`src/cpu_consts.svh`:
```
`ifndef CPU_CONSTS_SVH
`define CPU_CONSTS_SVH

// data and address width
`define WORD_SIZE 16

// words in the shared memory
`define MEM_DEPTH 256

// opcodes in instruction[15:12]
`define BNE_OP 4'd0
`define BEQ_OP 4'd1
`define BGZ_OP 4'd2
`define BLZ_OP 4'd3
`define ADI_OP 4'd4
`define ORI_OP 4'd5
`define LHI_OP 4'd6
`define LWD_OP 4'd7
`define SWD_OP 4'd8
`define JMP_OP 4'd9
`define JAL_OP 4'd10
`define RTYPE_OP 4'd15

// function codes in instruction[5:0] of R-type
`define FUNC_ADD 6'd0
`define FUNC_SUB 6'd1
`define FUNC_AND 6'd2
`define FUNC_ORR 6'd3
`define FUNC_NOT 6'd4
`define FUNC_TCP 6'd5
`define FUNC_SHL 6'd6
`define FUNC_SHR 6'd7
`define FUNC_JPR 6'd25
`define FUNC_JRL 6'd26
`define FUNC_WWD 6'd28
`define FUNC_HLT 6'd29

// ALU operations share the low bits of the R-type function codes
`define ALU_ADD 4'd0
`define ALU_SUB 4'd1
`define ALU_AND 4'd2
`define ALU_ORR 4'd3
`define ALU_NOT 4'd4
`define ALU_TCP 4'd5
`define ALU_SHL 4'd6
`define ALU_SHR 4'd7
`define ALU_PASSB 4'd8

// JAL and JRL link register
`define LINK_REG 2'd2

`endif

```
`src/cpuPkg.sv`:
```
`include "cpu_consts.svh"

package cpuPkg;

	// one data or address word
	typedef logic [`WORD_SIZE-1:0] word_t;

	// one of the four general registers
	typedef logic [1:0] regIdx_t;

	// instruction fields
	typedef logic [3:0] opcode_t;
	typedef logic [5:0] func_t;

	// ALU operation select
	typedef logic [3:0] aluOp_t;

	// multicycle sequencer states
	typedef enum logic [3:0] {
		IF1,
		IF2,
		IF3,
		ID,
		EX,
		MEM1,
		MEM2,
		WB,
		HALT
	} microState_t;

endpackage

```
`src/sharedMemory.sv`:
```
`include "cpu_consts.svh"

module sharedMemory (
	input logic clk,
	input logic reset_n,
	input cpuPkg::word_t addr,
	input cpuPkg::word_t writeData,
	input logic readM,
	input logic writeM,
	output cpuPkg::word_t readData,
	input logic hostRead,
	input logic hostWrite,
	input cpuPkg::word_t hostAddr,
	input cpuPkg::word_t hostWriteData,
	output cpuPkg::word_t hostReadData,
	output logic memBusy
);
	import cpuPkg::*;

	localparam int INDEX_BITS = $clog2(`MEM_DEPTH);

	word_t mem [0:`MEM_DEPTH-1];
	logic [INDEX_BITS-1:0] cpuIndex;
	logic [INDEX_BITS-1:0] hostIndex;
	logic cpuWrite;

	assign cpuIndex = addr[INDEX_BITS-1:0];
	assign hostIndex = hostAddr[INDEX_BITS-1:0];

	// host has fixed priority and owns every cycle it strobes
	assign memBusy = hostRead || hostWrite;
	assign cpuWrite = writeM && !memBusy;

	// processor read data settles within the cycle and is taken at the next edge
	assign readData = readM ? mem[cpuIndex] : '0;

	always_ff @(posedge clk) begin
		if (hostWrite) begin
			mem[hostIndex] <= hostWriteData;
		end else if (cpuWrite) begin
			mem[cpuIndex] <= writeData;
		end
	end

	// host read data arrives one cycle after hostRead
	always_ff @(posedge clk) begin
		if (hostRead) begin
			hostReadData <= mem[hostIndex];
		end
	end

	// a refused processor write stays pending with the same address and data
	cpuWriteHeld: assert property (@(posedge clk) disable iff (!reset_n)
		writeM && memBusy |=> writeM && $stable(addr) && $stable(writeData));

endmodule

```
`config.mk`:
```
export PLATFORM = sky130hd
export DESIGN_NAME = sharedMemory
export DESIGN_NICKNAME = d
export VERILOG_FILES = /design/src/cpuPkg.sv /design/src/sharedMemory.sv
export VERILOG_INCLUDE_DIRS = /design/src
export SDC_FILE = /design/constraint.sdc
export NUM_CORES = 2
export LEC_CHECK = 0
export BUFFER_PORTS_ARGS = -buffer_cell sky130_fd_sc_hd__buf_2
export CAP_MARGIN = 0
export CORE_MARGIN = 4
export CORE_UTILIZATION = 40
export DETAILED_ROUTE_END_ITERATION = 8
export SYNTH_ARGS = -nofsm -noshare
export SYNTH_HDL_FRONTEND = slang
export SYNTH_SLANG_ARGS = --single-unit
export TNS_END_PERCENT = 5
```
`constraint.sdc`:
```
create_clock -name clk -period 10.99 [get_ports clk]
set_input_delay 2.198 -clock clk [delete_from_list [all_inputs] [get_ports clk]]
set_output_delay 2.198 -clock clk [all_outputs]
set_load 0.005 [all_outputs]
```
==> qor.csv <==
stage,metric,value,unit
outcome,outcome,"finished, violations left",
outcome,failed_checks,max-capacitance violations,
timing,postLayoutSetupSlackWorst,1390,ps
die,dieArea,0.492,mm2
global_routing,grt_max_degree,221,
setup_path,cp-end-kind,output port,
timing,drv_slew,0,
timing,final.setup.tns,0,ps
setup_path,startpoint_type,input pin,
final_layout,final_common_cell,edfxtp_1,
synthesis,synth_edf_count,4112,
timing,finalCritPeriodShare,0.874,
cts,h-tree-depth,5,
global_routing,grt-ovfl-total,0,
cts,cts_buffer_depth,4,
cts,clk_pin_slew_worst_paths,60,ps
timing,max_freq,104,MHz
die,fp.dieH,702,um
synthesis,yosysWarnings,0,
synthesis,ys_ff_latch,4112,
power_and_ir_drop,vdd_drop_max,0.130,mV
drt,ant_nets,0,
setup_path,criticalPathCategory,input pin to output port,
setup_path,critPathMaxFanout,42,
final_layout,layout-drive-gt1-share,0.315,
drt,vias,117000,
synthesis,synth_nets,10100,
place,dp_slack,1890,ps
cts,holdBufCountCts,0,
synthesis,async_flop_share,0,
final_layout,nets,10400,
power_and_ir_drop,leakagePower,67.1,nW
power_and_ir_drop,power_density,163,mW/mm2
timing,slew_headroom,0.00301,
final_layout,area_growth,11.9,%
setup_path,cp.required,8790,ps
timing,fin_hold_ws,1230,ps
global_routing,grt_pass1_vias,114000,
final_layout,fill_cells,40500,
cts,worstSkewPairLatency,1060,ps
timing,period_needed,9600,ps
die,io_pins,103,
timing,final.setup_skew,82.5,ps
die,die_x,702,um
die,rows,254,
setup_path,slowest_stage,o22ai_1,
setup_path,cp_common_cell,o22ai_1,
die,initial_core_util,0.402,
synthesis,syn_area,0.192,mm2
setup_path,slowest_delay,880,ps
timing,hold_viol,0,
timing,rsz0062_at_grt,no,
cts,cts_resized,0,
cts,cts_tree,built,
timing,setup_viol_count_final,0,
global_routing,grt.total_usage,0.286,
synthesis,synth_cells,10100,
drt,drt-pass1-iter-count,9,
final_layout,final_cell_mix,"4112 x edfxtp_1, 1827 x mux4_2, 765 x mux2i_1",
power_and_ir_drop,p_total,35.1,mW
drt,routed_wl,718000,um
cts,cts_setup_buffers,0,
die,core,0.479,mm2
cts,numCtsBuffers,430,
min_path,hold_class,flip-flop to flip-flop,
drt,drt_iter0_drc,19900,
job,max_cap_viol_count,3,
setup_path,path_cells,buf_6 -> nand2b_4 -> buf_12 -> o22ai_1 -> o32ai_1 -> a22oi_1 -> nand4_1 -> o22ai_1 -> buf_2,
cts,clkSinkCount,4112,
drt,drc,0,
place,hpwl,461000,um
drt,routedWlPerCell,41.9,um
setup_path,critPathArrivalTime,7400,ps
global_routing,grt_pass1_wl,970000,um
place,gp_congestion,0.965,
synthesis,seq_area_frac_synth,0.642,
global_routing,antenna_found_initial,74,
timing,worstMarginPinSlew,1480,ps
synthesis,syn_area_per_cell,19.1,um2
synthesis,ys_types,76,
synthesis,synthFlopType,edfxtp_1,
place,portBuffers,85,
drt,viasPerCell,6.82,
cts,cts-root-buf,clkbuf_16,
synthesized netlist by cell type (9+ instances only):
library cell / n / area, um2
a2111oi_0: 12 / 105
a211o_1: 15 / 131
a211oi_1: 76 / 571
a21oi_1: 215 / 1080
a221o_1: 11 / 110
a221oi_1: 49 / 429
a22o_1: 26 / 228
a22oi_1: 71 / 533
a31oi_1: 47 / 294
and2_1: 25 / 156
and3_1: 10 / 62.6
buf_1: 65 / 244
buf_12: 15 / 300
buf_2: 214 / 1070
buf_4: 104 / 781
buf_6: 110 / 1240
buf_8: 52 / 781
clkbuf_1: 245 / 920
edfxtp_1: 4112 / 123000
mux2_2: 33 / 372
mux2i_1: 765 / 7660
mux4_1: 24 / 631
mux4_2: 1827 / 41100
nand2_1: 438 / 1640
nand2b_1: 9 / 56.3
nand3_1: 84 / 420
nand4_1: 45 / 282
nor2_1: 455 / 1710
nor2b_1: 28 / 175
nor3_1: 111 / 556
nor4_1: 68 / 425
o211ai_1: 17 / 128
o21ai_0: 169 / 846
o221ai_1: 134 / 1170
o22a_1: 18 / 158
o22ai_1: 243 / 1520
o31ai_1: 19 / 143
or3_1: 11 / 68.8
or4_1: 13 / 97.6
metrics by stage:
stage	utilization	instances	instance area, um2
final	0.450	17100	215000
after global routing	0.449	17100	215000
after CTS	0.449	17100	215000
after detailed placement	0.421	16300	202000
after global placement	0.421	16300	202000
after floorplan	-	10100	192000
power breakdown:
group | switching [mW] | internal (mW)
registers | 0.0273 | 17.4
clock network | 6.36 | 8.14
logic | 2.15 | 1.00
logic make-up (layout without fill, tap and decap cells):
kind of cell | after synthesis | count (layout) | share of synthesized area
multiplexers | 2650 | 2650 | 0.259
flip-flops | 4112 | 4112 | 0.642
AO/OA/AOI/OAI | 1172 | 1172 | 0.0409
buffers and inverters | 817 | 1421 | 0.0281
AND/OR/NAND/NOR | 1322 | 1322 | 0.0304
other | 0 | 45 | 0
area by class of cell:
class                           count  area (um2)  share of cell area
Multi-Input combinational cell   5144       64800               0.301
Inverter                            7        46.3            0.000215
Timing Repair Buffer              627        5240              0.0243
Antenna cell                       45         113            0.000523
Clock inverter                    263        2500              0.0116
Clock buffer                      524       11200              0.0518
Sequential cell                  4112      123000               0.573
Tap cell                         6400        8010              0.0372
path summary, 6_finish.rpt:
check | start | endpoint | slack, ps | cells after the start
setup / recovery | addr[2] | readData[0] | 1390 | 9
hold / removal | mem[70][3] | hostReadData[3] | 1230 | 4
setup reg to reg | mem[235][6] | hostReadData[6] | 6850 | 6
hold reg to reg | mem[70][3] | hostReadData[3] | 1230 | 4
flip-flops by register name, summed over array words and instances (netlist names):
name          count
mem            4096
hostReadData     16
metal layers:
metal	up-vias	global-route usage	share of wire
li1	43800	-	-
met1	62400	0.375	0.35
met2	8913	0.417	0.44
met3	1656	0.102	0.14
met4	30	0.156	0.066
met5	-	0.00359	0.00072
worst max-delay path, delay by kind of cell:
family	cells	cell delay (ps)
AOI/OAI and AO/OA	4	2880
buffers and inverters	3	1110
and+or+nand+nor	2	920
No activity file was read; power rests on OpenSTA's default activity.
