--- src/cpu_consts.svh ---
`ifndef CPU_CONSTS_SVH
`define CPU_CONSTS_SVH

// data and address width
`define WORD_SIZE 16

// words in the shared memory
`define MEM_DEPTH 256

// opcodes in instruction[15:12]
`define BNE_OP 4'd0
`define BEQ_OP 4'd1
`define BGZ_OP 4'd2
`define BLZ_OP 4'd3
`define ADI_OP 4'd4
`define ORI_OP 4'd5
`define LHI_OP 4'd6
`define LWD_OP 4'd7
`define SWD_OP 4'd8
`define JMP_OP 4'd9
`define JAL_OP 4'd10
`define RTYPE_OP 4'd15

// function codes in instruction[5:0] of R-type
`define FUNC_ADD 6'd0
`define FUNC_SUB 6'd1
`define FUNC_AND 6'd2
`define FUNC_ORR 6'd3
`define FUNC_NOT 6'd4
`define FUNC_TCP 6'd5
`define FUNC_SHL 6'd6
`define FUNC_SHR 6'd7
`define FUNC_JPR 6'd25
`define FUNC_JRL 6'd26
`define FUNC_WWD 6'd28
`define FUNC_HLT 6'd29

// ALU operations share the low bits of the R-type function codes
`define ALU_ADD 4'd0
`define ALU_SUB 4'd1
`define ALU_AND 4'd2
`define ALU_ORR 4'd3
`define ALU_NOT 4'd4
`define ALU_TCP 4'd5
`define ALU_SHL 4'd6
`define ALU_SHR 4'd7
`define ALU_PASSB 4'd8

// JAL and JRL link register
`define LINK_REG 2'd2

`endif

--- src/cpuPkg.sv ---
`include "cpu_consts.svh"

package cpuPkg;

	// one data or address word
	typedef logic [`WORD_SIZE-1:0] word_t;

	// one of the four general registers
	typedef logic [1:0] regIdx_t;

	// instruction fields
	typedef logic [3:0] opcode_t;
	typedef logic [5:0] func_t;

	// ALU operation select
	typedef logic [3:0] aluOp_t;

	// multicycle sequencer states
	typedef enum logic [3:0] {
		IF1,
		IF2,
		IF3,
		ID,
		EX,
		MEM1,
		MEM2,
		WB,
		HALT
	} microState_t;

endpackage

--- src/controlUnit.sv ---
`include "cpu_consts.svh"

module controlUnit (
	input logic clk,
	input logic reset_n,
	input logic memBusy,
	input cpuPkg::word_t instruction,
	output cpuPkg::microState_t microState,
	output logic regWrite,
	output logic regDst,
	output logic memToReg,
	output logic memRead,
	output logic memWrite,
	output logic aluSrc,
	output logic branch,
	output logic jump,
	output logic wwd,
	output cpuPkg::aluOp_t aluOp,
	output logic halted
);
	import cpuPkg::*;

	opcode_t opcode;
	func_t func;
	microState_t nextState;

	assign opcode = instruction[15:12];
	assign func = instruction[5:0];

	// decode of the latched instruction
	always_comb begin
		regWrite = 1'b0;
		regDst = 1'b0;
		memToReg = 1'b0;
		memRead = 1'b0;
		memWrite = 1'b0;
		aluSrc = 1'b0;
		branch = 1'b0;
		jump = 1'b0;
		wwd = 1'b0;
		aluOp = `ALU_ADD;
		case (opcode)
			`BNE_OP, `BEQ_OP, `BGZ_OP, `BLZ_OP: begin
				branch = 1'b1;
				aluSrc = 1'b1;
			end
			`ADI_OP: begin
				regWrite = 1'b1;
				aluSrc = 1'b1;
			end
			`ORI_OP: begin
				regWrite = 1'b1;
				aluSrc = 1'b1;
				aluOp = `ALU_ORR;
			end
			`LHI_OP: begin
				regWrite = 1'b1;
				aluSrc = 1'b1;
				aluOp = `ALU_PASSB;
			end
			`LWD_OP: begin
				regWrite = 1'b1;
				memToReg = 1'b1;
				memRead = 1'b1;
				aluSrc = 1'b1;
			end
			`SWD_OP: begin
				memWrite = 1'b1;
				aluSrc = 1'b1;
			end
			`JMP_OP: begin
				jump = 1'b1;
			end
			`JAL_OP: begin
				jump = 1'b1;
				regWrite = 1'b1;
			end
			`RTYPE_OP: begin
				case (func)
					`FUNC_ADD, `FUNC_SUB, `FUNC_AND, `FUNC_ORR,
					`FUNC_NOT, `FUNC_TCP, `FUNC_SHL, `FUNC_SHR: begin
						regWrite = 1'b1;
						regDst = 1'b1;
						aluOp = aluOp_t'(func[3:0]);
					end
					`FUNC_JPR: begin
						jump = 1'b1;
					end
					`FUNC_JRL: begin
						jump = 1'b1;
						regWrite = 1'b1;
					end
					`FUNC_WWD: begin
						wwd = 1'b1;
					end
					default: begin
					end
				endcase
			end
			default: begin
			end
		endcase
	end

	always_comb begin
		case (microState)
			IF1: nextState = IF2;
			IF2: nextState = IF3;
			IF3: nextState = ID;
			ID: nextState = (opcode == `RTYPE_OP && func == `FUNC_HLT) ? HALT : EX;
			EX: begin
				if (memRead || memWrite) begin
					nextState = MEM1;
				end else if (regWrite) begin
					nextState = WB;
				end else begin
					nextState = IF1;
				end
			end
			MEM1: nextState = MEM2;
			MEM2: nextState = regWrite ? WB : IF1;
			WB: nextState = IF1;
			HALT: nextState = HALT;
			default: nextState = IF1;
		endcase
	end

	// frozen while the host owns the memory
	always_ff @(posedge clk) begin
		if (!reset_n) begin
			microState <= IF1;
		end else if (!memBusy) begin
			microState <= nextState;
		end
	end

	assign halted = (microState == HALT);

	memStrobesExclusive: assert property (@(posedge clk) disable iff (!reset_n)
		!(memRead && memWrite));

endmodule

--- config.mk ---
export PLATFORM = sky130hd
export DESIGN_NAME = controlUnit
export DESIGN_NICKNAME = d
export VERILOG_FILES = /design/src/cpuPkg.sv /design/src/controlUnit.sv
export VERILOG_INCLUDE_DIRS = /design/src
export SDC_FILE = /design/constraint.sdc
export NUM_CORES = 1
export LEC_CHECK = 0
export BUFFER_PORTS_ARGS = -buffer_cell sky130_fd_sc_hd__buf_4
export CAP_MARGIN = 10
export CORE_MARGIN = 5
export CORE_UTILIZATION = 40
export DETAILED_ROUTE_END_ITERATION = 6
export GPL_TIMING_DRIVEN = 0
export PLACE_DENSITY = 0.77
export SLEW_MARGIN = 15
export SYNTH_ARGS = -nofsm -noshare
export SYNTH_HDL_FRONTEND = slang
export SYNTH_SLANG_ARGS = --single-unit
--- constraint.sdc ---
create_clock -name clk -period 1.7 [get_ports clk]
set_input_delay 0.085 -clock clk [delete_from_list [all_inputs] [get_ports clk]]
set_output_delay 0.085 -clock clk [all_outputs]
set_load 0.01 [all_outputs]
==> metrics.cfg <==
[placed_design]
pre_cts_ws_ns = 0.253
port_buffers = 27
hpwl_um = 1330
gp_congestion = 0.902

[clock_tree]
post_cts_buffers = 0
cts_resized = 0
clk_latency_ns = 0.24
cts_tree = done
cts_buffers = 3
clk_pin_slew_ns = 0.04
root_buffer = clkbuf_4
holdBufCountCts = 0
h-tree-depth = 1
cts_sinks = 4
clock_path_buffers = 2

[drt]
drtAntennaViolNets = 0
drc = 0
post_drt_wl_per_cell_um = 12.9
drtIter0Drc = 5
dr.pass1.iters = 4
vias_per_cell = 5.80
routed_wl_um = 1660
num_vias = 743

[timing]
hold_viol_final = 0
drv_slew = 0
setup_tns_ns = 0
fin_ws_ns = 0.230
fin_skew_ns = 0.00478
worstMarginPinSlew_ns = 0.400
rsz0062_at_grt = false
slew_headroom_pct = 73.0
setup_viol = 0
period_minus_slack_ns = 1.47
fin_crit_sh_pct = 86.5
hold_slack_ns = 0.112
max_freq_ghz = 0.680

[floorplan]
row_count = 13
dieArea_mm2 = 0.00227
fp.dieH_um = 47.6
start_util_pct = 43.0
core_area_mm2 = 0.00132
pin_count = 37
die_x_um = 47.6

[logic_synthesis]
syn_area_per_cell_um2 = 6.83
synth_top_family_by_area = simple AND/OR/NAND/NOR gates
ys_warn_count = 0
synthMuxAreaShare_pct = 0
async_flop_share_pct = 0
yosysUniqueCellTypes = 38
synth-seq-cells = 4
synth_compound_area_share_pct = 31.3
seq_area_frac_synth_pct = 14.1
syn_nets = 102
synthSimpleGateAreaFrac_pct = 41.9
synth_edf_count = 0
synth_fa_ha_area_share_pct = 0
synth_ff_type = dfxtp_1
synthXorXnorAreaFrac_pct = 1.55
synth_area_um2 = 567
synthCells = 83

[setup_path]
worstSetupEndpointType = flip-flop
cpPeakStageDelay_ns = 0.32
cp_cell_sequence = clkbuf_1, inv_1, nor3_1, a21oi_1, o41ai_1
crit_buf_inv = 2
critPathLaunchType = flip-flop
critPathArrivalTime_ns = 1.60
critical_path_depth = 5
cp_data_required_time_ns = 1.83
worst-setup-path-type = reg -> reg
critPathTopFamily = buffers and inverters
worstRegToRegCells = 5
cpMaxStageDelayCell = o41ai_1
cp_max_fo = 8

[run]
max_cap_viol_count = 0

[power]
ir_worst_vdd_mv = 0.148
powerDensity_mw_per_mm2 = 436
total_power_uw = 354
p_leak_nw = 0.356

[global_route]
antenna_found_initial = 0
grt_pass1_vias = 672
grt_pass1_wl_um = 2740
gr-usage-all-layers_pct = 17.2
grt_max_degree = 10
grt_overflow = 0

[finish]
final_cell_mix = buf_4 (28), nor2_1 (8), a21oi_1 (8), inv_1 (8), nand2_1 (6)
largest_reg_flops = 4
mostFrequentLayoutCell = buf_4
reg_top3 = microState: 4 flops
nets = 134
antenna_cells = 0
largest-register = microState
syn_to_final_growth_pct = 43.0
drive_gt1_share_pct = 34.5
utilization_pct = 61.5

[run_status]
status = finished clean

[min_path]
min_path_type = in -> reg
holdPathStages = 2

## metrics by stage
step,instance area (µm²),instances
floorplan,567,83
global placement,788,125
detailed placement,788,125
CTS,811,128
global route,811,128
finish,811,128
## metal layers
metal / part of all wire [%] / track usage (%)
met5: 0 / 0
met4: 2.2 / 11.3
met3: 8.7 / 3.76
met2: 46 / 26.2
met1: 43 / 21.6
## layout make-up
cell class	instances	area, µm²
Inverter	8	30.0
Tap cell	15	18.8
Buffer	5	32.5
Multi-Input combinational cell	66	424
Sequential cell	4	80.1
Fill cell	137	507
Clock buffer	3	22.5
Timing Repair Buffer	27	203
## path summary, 6_finish.rpt
path	start	to	slack, ns
worst max-delay path	microState[1]$_SDFFE_PN0N_	microState[3]$_SDFFE_PN0N_	0.23
worst max register to register	microState[1]$_SDFFE_PN0N_	microState[3]$_SDFFE_PN0N_	0.23
worst min register to register	microState[3]$_SDFFE_PN0N_	microState[3]$_SDFFE_PN0N_	0.60
worst min-delay path	memBusy	microState[3]$_SDFFE_PN0N_	0.11
## kinds of logic after synthesis
group	count (synthesis)
AO/OA/AOI/OAI	26
AND/OR/NAND/NOR	39
flip-flops	4
XOR/XNOR	1
buffers and inverters	13
## synth_stat cells, drive strengths merged, types with 2 or more instances
cell	count	area, µm²
nor2	8	30.0
o22ai	2	12.5
o211ai	2	15.0
o31ai	2	15.0
nor3	3	15.0
inv	8	30.0
o21ai	4	20.0
nand2b	4	25.0
nand2	6	22.5
a21oi	9	48.8
dfxtp	4	80.1
nand3b	2	18.8
and2	3	18.8
nand3	3	15.0
buf	4	28.8
nor4	2	18.8
## power breakdown
part / switching, mW / leakage [nW] / internal, mW
sequential: 0.00524 / 0.0326 / 0.0980
clock: 0.0398 / 0.0138 / 0.0790
combinational: 0.0685 / 0.310 / 0.0634
total: 0.113 / 0.356 / 0.240
Power figures use the tool's default switching activity.
