--- src/cpu_consts.svh ---
`ifndef CPU_CONSTS_SVH
`define CPU_CONSTS_SVH

// data and address width
`define WORD_SIZE 16

// words in the shared memory
`define MEM_DEPTH 256

// opcodes in instruction[15:12]
`define BNE_OP 4'd0
`define BEQ_OP 4'd1
`define BGZ_OP 4'd2
`define BLZ_OP 4'd3
`define ADI_OP 4'd4
`define ORI_OP 4'd5
`define LHI_OP 4'd6
`define LWD_OP 4'd7
`define SWD_OP 4'd8
`define JMP_OP 4'd9
`define JAL_OP 4'd10
`define RTYPE_OP 4'd15

// function codes in instruction[5:0] of R-type
`define FUNC_ADD 6'd0
`define FUNC_SUB 6'd1
`define FUNC_AND 6'd2
`define FUNC_ORR 6'd3
`define FUNC_NOT 6'd4
`define FUNC_TCP 6'd5
`define FUNC_SHL 6'd6
`define FUNC_SHR 6'd7
`define FUNC_JPR 6'd25
`define FUNC_JRL 6'd26
`define FUNC_WWD 6'd28
`define FUNC_HLT 6'd29

// ALU operations share the low bits of the R-type function codes
`define ALU_ADD 4'd0
`define ALU_SUB 4'd1
`define ALU_AND 4'd2
`define ALU_ORR 4'd3
`define ALU_NOT 4'd4
`define ALU_TCP 4'd5
`define ALU_SHL 4'd6
`define ALU_SHR 4'd7
`define ALU_PASSB 4'd8

// JAL and JRL link register
`define LINK_REG 2'd2

`endif

--- src/cpuPkg.sv ---
`include "cpu_consts.svh"

package cpuPkg;

	// one data or address word
	typedef logic [`WORD_SIZE-1:0] word_t;

	// one of the four general registers
	typedef logic [1:0] regIdx_t;

	// instruction fields
	typedef logic [3:0] opcode_t;
	typedef logic [5:0] func_t;

	// ALU operation select
	typedef logic [3:0] aluOp_t;

	// multicycle sequencer states
	typedef enum logic [3:0] {
		IF1,
		IF2,
		IF3,
		ID,
		EX,
		MEM1,
		MEM2,
		WB,
		HALT
	} microState_t;

endpackage

--- src/aluUnit.sv ---
`include "cpu_consts.svh"

module aluUnit (
	input cpuPkg::word_t a,
	input cpuPkg::word_t b,
	input cpuPkg::aluOp_t aluOp,
	output cpuPkg::word_t result
);

	always_comb begin
		case (aluOp)
			`ALU_ADD: begin
				result = a + b;
			end
			`ALU_SUB: begin
				result = a - b;
			end
			`ALU_AND: begin
				result = a & b;
			end
			`ALU_ORR: begin
				result = a | b;
			end
			`ALU_NOT: begin
				result = ~a;
			end
			`ALU_TCP: begin
				result = ~a + 1'b1;
			end
			`ALU_SHL: begin
				result = {a[`WORD_SIZE-2:0], 1'b0};
			end
			`ALU_SHR: begin
				// arithmetic, keeps the sign bit
				result = {a[`WORD_SIZE-1], a[`WORD_SIZE-1:1]};
			end
			`ALU_PASSB: begin
				result = b;
			end
			default: begin
				result = '0;
			end
		endcase
	end

endmodule

--- src/datapath.sv ---
`include "cpu_consts.svh"

module datapath (
	input logic clk,
	input logic reset_n,
	input logic memBusy,
	input cpuPkg::microState_t microState,
	input logic regWrite,
	input logic regDst,
	input logic memToReg,
	input logic memRead,
	input logic memWrite,
	input logic aluSrc,
	input cpuPkg::aluOp_t aluOp,
	input logic branch,
	input logic jump,
	input logic wwd,
	input cpuPkg::word_t readData,
	output cpuPkg::word_t addr,
	output cpuPkg::word_t writeData,
	output cpuPkg::word_t instruction,
	output logic readM,
	output logic writeM,
	output cpuPkg::word_t outputPort
);
	import cpuPkg::*;

	word_t pc;
	word_t resultReg;
	word_t memData;

	opcode_t opcode;
	regIdx_t rs;
	regIdx_t rt;
	regIdx_t rd;
	regIdx_t writeReg;
	logic [7:0] imm;
	word_t immExt;
	word_t jumpTarget;
	logic branchTaken;

	word_t readData1;
	word_t readData2;
	word_t regWriteData;
	logic regFileWrite;

	logic pcStep;
	word_t aluA;
	word_t aluB;
	word_t aluResult;
	aluOp_t aluSel;

	assign opcode = instruction[15:12];
	assign rs = instruction[11:10];
	assign rt = instruction[9:8];
	assign rd = instruction[7:6];
	assign imm = instruction[7:0];

	// JAL and JRL always link into register 2
	assign writeReg = jump ? `LINK_REG : (regDst ? rd : rt);
	assign regWriteData = memToReg ? memData : resultReg;
	assign regFileWrite = regWrite && (microState == WB) && !memBusy;

	always_comb begin
		case (opcode)
			`ORI_OP: immExt = {8'h00, imm};
			`LHI_OP: immExt = {imm, 8'h00};
			default: immExt = {{8{imm[7]}}, imm};
		endcase
	end

	// register jumps for JPR and JRL, pseudo-direct target otherwise
	assign jumpTarget = (opcode == `RTYPE_OP) ? readData1 : {pc[15:12], instruction[11:0]};

	always_comb begin
		case (opcode)
			`BNE_OP: branchTaken = (readData1 != readData2);
			`BEQ_OP: branchTaken = (readData1 == readData2);
			`BGZ_OP: branchTaken = ($signed(readData1) > 0);
			`BLZ_OP: branchTaken = ($signed(readData1) < 0);
			default: branchTaken = 1'b0;
		endcase
	end

	// ALU doubles as the pc incrementer in IF3 and the branch adder in EX
	assign pcStep = (microState == IF3);
	assign aluA = (pcStep || branch) ? pc : readData1;
	assign aluB = pcStep ? word_t'(1) : (aluSrc ? immExt : readData2);
	assign aluSel = pcStep ? aluOp_t'(`ALU_ADD) : aluOp;

	// fetch uses the pc, loads and stores the computed address
	assign addr = (microState == IF1 || microState == IF2) ? pc : aluResult;
	assign writeData = readData2;

	always_ff @(posedge clk) begin
		if (!reset_n) begin
			pc <= '0;
			instruction <= '0;
			readM <= 1'b0;
			writeM <= 1'b0;
			outputPort <= '0;
		end else if (!memBusy) begin
			case (microState)
				IF1: begin
					readM <= 1'b1;
				end
				IF2: begin
					instruction <= readData;
					readM <= 1'b0;
				end
				IF3: begin
					pc <= aluResult;
				end
				ID: begin
					if (wwd) begin
						outputPort <= readData1;
					end
				end
				EX: begin
					if (jump) begin
						pc <= jumpTarget;
					end else if (branch && branchTaken) begin
						pc <= aluResult;
					end
				end
				MEM1: begin
					readM <= memRead;
					writeM <= memWrite;
				end
				MEM2: begin
					readM <= 1'b0;
					writeM <= 1'b0;
				end
				default: begin
				end
			endcase
		end
	end

	// write-back values, pc here is already the return address
	always_ff @(posedge clk) begin
		if (!memBusy) begin
			if (microState == EX) begin
				resultReg <= jump ? pc : aluResult;
			end
			if (microState == MEM2 && memRead) begin
				memData <= readData;
			end
		end
	end

	registerFile registerFile_inst (
		.clk(clk),
		.reset_n(reset_n),
		.rs(rs),
		.rt(rt),
		.rd(writeReg),
		.regWrite(regFileWrite),
		.writeData(regWriteData),
		.readData1(readData1),
		.readData2(readData2)
	);

	aluUnit aluUnit_inst (
		.a(aluA),
		.b(aluB),
		.aluOp(aluSel),
		.result(aluResult)
	);

	writeOnlyInMem: assert property (@(posedge clk) disable iff (!reset_n)
		writeM |-> (microState == MEM1 || microState == MEM2));

endmodule

--- src/registerFile.sv ---
module registerFile (
	input logic clk,
	input logic reset_n,
	input cpuPkg::regIdx_t rs,
	input cpuPkg::regIdx_t rt,
	input cpuPkg::regIdx_t rd,
	input logic regWrite,
	input cpuPkg::word_t writeData,
	output cpuPkg::word_t readData1,
	output cpuPkg::word_t readData2
);
	import cpuPkg::*;

	localparam int NUM_REGS = 2 ** $bits(regIdx_t);

	word_t regs [0:NUM_REGS-1];

	always_ff @(posedge clk) begin
		if (!reset_n) begin
			for (int i = 0; i < NUM_REGS; i++) begin
				regs[i] <= '0;
			end
		end else if (regWrite) begin
			regs[rd] <= writeData;
		end
	end

	// asynchronous read ports
	assign readData1 = regs[rs];
	assign readData2 = regs[rt];

endmodule

--- config.mk ---
export PLATFORM = sky130hd
export DESIGN_NAME = datapath
export DESIGN_NICKNAME = d
export VERILOG_FILES = /design/src/cpuPkg.sv /design/src/aluUnit.sv /design/src/datapath.sv /design/src/registerFile.sv
export VERILOG_INCLUDE_DIRS = /design/src
export SDC_FILE = /design/constraint.sdc
export NUM_CORES = 1
export LEC_CHECK = 0
export BUFFER_PORTS_ARGS = -buffer_cell sky130_fd_sc_hd__buf_2
export CORE_AREA = 3 3 156 158
export DETAILED_ROUTE_END_ITERATION = 16
export DIE_AREA = 0 0 159 161
export PLACE_DENSITY_LB_ADDON = 0.1
export SLEW_MARGIN = 20
export SYNTH_ARGS = -nofsm -noshare
export SYNTH_HDL_FRONTEND = slang
export SYNTH_SLANG_ARGS = --single-unit
--- constraint.sdc ---
create_clock -name clk -period 5.2 [get_ports clk]
set_input_delay 0.78 -clock clk [delete_from_list [all_inputs] [get_ports clk]]
set_output_delay 0.78 -clock clk [all_outputs]
set_load 0.02 [all_outputs]
==> impl_metrics.tcl <==
set metrics [dict create \
    core_mm2 0.0233 \
    final_nets 1440 \
    gp_congestion 0.980 \
    cp.required_ns 4.42 \
    h-tree-depth 4 \
    dieArea_mm2 0.0256 \
    viasPerCell 6.01 \
    failed_checks "negative setup slack" \
    cp_max_fo 4 \
    yosys_register_bits 150 \
    max_stage_delay_ns 0.53 \
    synth_top_area_share_pct 27.8 \
    final_max_slew_viol_count 0 \
    grt_max_degree 26 \
    clk_latency_ns 0.44 \
    root_buffer "clkbuf_16" \
    timing.hold.ws_ns 0.454 \
    hold_viol 0 \
    grt_use_total_pct 31.8 \
    postLayoutCoreUtil_pct 58.1 \
    arrival_ns 5.02 \
    design_area_mm2 0.0135 \
    antenna_found_initial 0 \
    n_antenna_cell 0 \
    synth-edff-count 96 \
    synth_area_mm2 0.0104 \
    clock-skew-final_ns 0.0105 \
    timing.final.ws_setup_ns -0.603 \
    synth-warning-count 0 \
    vdd_drop_max_uv 214 \
    status "complete, but fails checks" \
    grt_pass1_wl_um 61900 \
    drtPass1Iterations 7 \
    wirelength_um 41500 \
    rsz0062_at_grt "true" \
    dp_hpwl_um 31600 \
    end_kind "output pin" \
    post-route-period-util_pct 112 \
    clockBufferDepth 2 \
    cts_tree "built" \
    port_buffers 101 \
    clkTransAtPathRegs_ns 0.07 \
    avgSynthCellArea_um2 9.23 \
    hold_class "reg2reg" \
    die_y_um 161 \
    yosys-top-cells-area "edfxtp_1 28%, dfxtp_1 10%, mux4_2 7.0%" \
    ys_seq_area_share_pct 38.2 \
    layout-drive-gt1-share_pct 33.9 \
    clkSinkCount 150 \
    grt-ovfl-total 0 \
    routedWlPerCell_um 24.2 \
    drt-initial-drc-count 1280 \
    syn-num-nets 1178 \
    fmax_mhz 172 \
    vias 10300 \
    p_leak_nw 5.41 \
    maxCapViolations 0 \
    startpoint_type "flop" \
    crit_path_cell_trace "mux4_2, a2bb2oi_2, or4b_4, o41ai_4, a21boi_2, nand2_1, xnor2_1, ha_1, a21oi_2, o21ai_2, or3_4, o2111ai_4, a211oi_2, a31o_2, or2_1, mux2_4, buf_6" \
    path_class "reg2out" \
    cts_buffers 17 \
    synth_cells 1123 \
    placed_cell_area_mm2 0.0124 \
    yosysTopAreaCell "edfxtp_1" \
    grt_pass1_vias 9921 \
    die_x_um 159 \
    setup_viol 12 \
    cp_num_buf_inv 1 \
    initial_core_util_pct 44.6 \
    relSlewSlack_pct 23.3 \
    ant_nets 0 \
    tightestPinTransition_ns 1.15 \
    fp-row-count 56 \
    post-route-min-period_ns 5.80 \
    io_pins 102 \
    drcViolationCount 0 \
    synth_cell_types 83 \
    cp_slowest_cell "mux4_2" \
    p_per_area_mw_per_mm2 254 \
    cts_hold_buffers 0 \
    pre_cts_ws_ns -0.370 \
    cp_top_family "compound AO/OA/AOI/OAI gates" \
    area_delta_synth_final_pct 30.3 \
    synth_top_flop_cell "edfxtp_1" \
    synthArstFlopShare_pct 0 \
]
[placed cells by master, fill, tap and decap left out, drive strengths merged, types with 8 or more instances in the layout]
cell type,instances
nand2,154
nand4,14
o211ai,12
mux2,23
and2,12
buf,315
inv,37
nor3,17
mux2i,55
xor2,12
o21ai,33
nand3,33
a211oi,10
a221oi,11
mux4,32
nor2,135
a31oi,10
dfxtp,54
o21a,8
clkbuf,18
and3,13
nor2b,11
edfxtp,96
o22ai,12
ha,18
a21oi,99
xnor2,33
or3,10
[path summary, 6_finish.rpt]
path	from	depth (start not counted)	slack (ns)	endpoint
worst max-delay path	registerFile_inst.regs[0][1]	17	-0.60	addr[13]
worst min-delay path	outputPort[1]	2	0.45	outputPort[1]
worst max register to register	registerFile_inst.regs[0][1]	17	0.32	resultReg[13]
worst min register to register	outputPort[1]	2	0.45	outputPort[1]
[report_power, final]
group	internal [mW]	total [mW]	switching, mW	leakage (nW)
Sequential	1.29	1.31	0.0197	1.39
Clock	0.645	1.22	0.573	0.277
Combinational	0.409	0.906	0.497	3.75
Total	2.35	3.44	1.09	5.41
[layer usage]
metal / wire length [µm] / vias up / GRT usage [%]
met4: 1140 / 0 / 10.1
met2: 19300 / 541 / 51.4
met5: 0 / - / 0
met3: 3340 / 78 / 5.08
met1: 17800 / 5015 / 44.2
li1: - / 4691 / -
[sequential cells by signal, indices dropped and copies added (netlist names), named ones only]
name and count:
registerFile_inst.regs 64, outputPort 16, resultReg 16, writeM 1, memData 16, instruction 16, readM 1, pc 16
[logic make-up after synthesis]
group	share of synthesized area (%)
compound gates	17.1
xor+xnor	3.80
fa+ha+maj	2.37
buf+inv	4.09
flops	38.2
mux	14.8
simple gates	19.6
[tightest hold or removal path, delay by kind of cell (launching register included)]
family | cells | cell delay, ns
AO/OA/AOI/OAI | 1 | 0.05
AND/OR/NAND/NOR | 1 | 0.05
flip-flops | 1 | 0.31
[cells in the mapped netlist, types with 4 or more instances]
cell      instances
nand2_1         154
nor2_1          134
a21oi_1          98
edfxtp_1         96
dfxtp_1          54
mux2i_1          54
clkbuf_1         51
nand3_1          33
xnor2_1          33
mux4_2           32
o21ai_0          30
inv_1            28
mux2_2           23
ha_1             18
nor3_1           17
nand4_1          14
and3_1           13
buf_2            12
o211ai_1         12
o22ai_1          12
xor2_1           12
a221oi_1         11
nor2b_1          11
a211oi_1         10
a31oi_1          10
or3_1            10
and2_1            9
o21a_1            8
a21o_1            7
a211o_1           6
a221o_1           6
nor4_1            6
nand2b_1          5
o22a_1            5
a311oi_1          4
and4_1            4
buf_4             4
or2_2             4
[cell type report]
type                       count  area, µm²
fill                        2158       9750
sequential                   150       3970
timing repair buffer         315       2210
inverter                      29        109
tap                          319        399
clock inverter                14        131
clock buffer                  18        439
multi-input combinational    872       6260
[what timing repair did]
| action | in CTS | in global routing |
|---|---|---|
| setup endpoints to repair | 13 | 14 |
| pin swaps | 24 | 22 |
| gates resized for setup | 45 | 30 |
| buffers inserted | 17 | 10 |
[through the flow]
stage	cells	setup TNS (ns)	power, mW
6_report	1717	-5.53	3.44
3_3_place_gp	1658	-1.37	2.11
3_5_place_dp	1658	-1.76	2.12
2_1_floorplan	1123	0	1.76
4_1_cts	1707	-4.62	3.39
5_1_grt	1717	-7.74	3.55
Power figures use the tool's default switching activity.
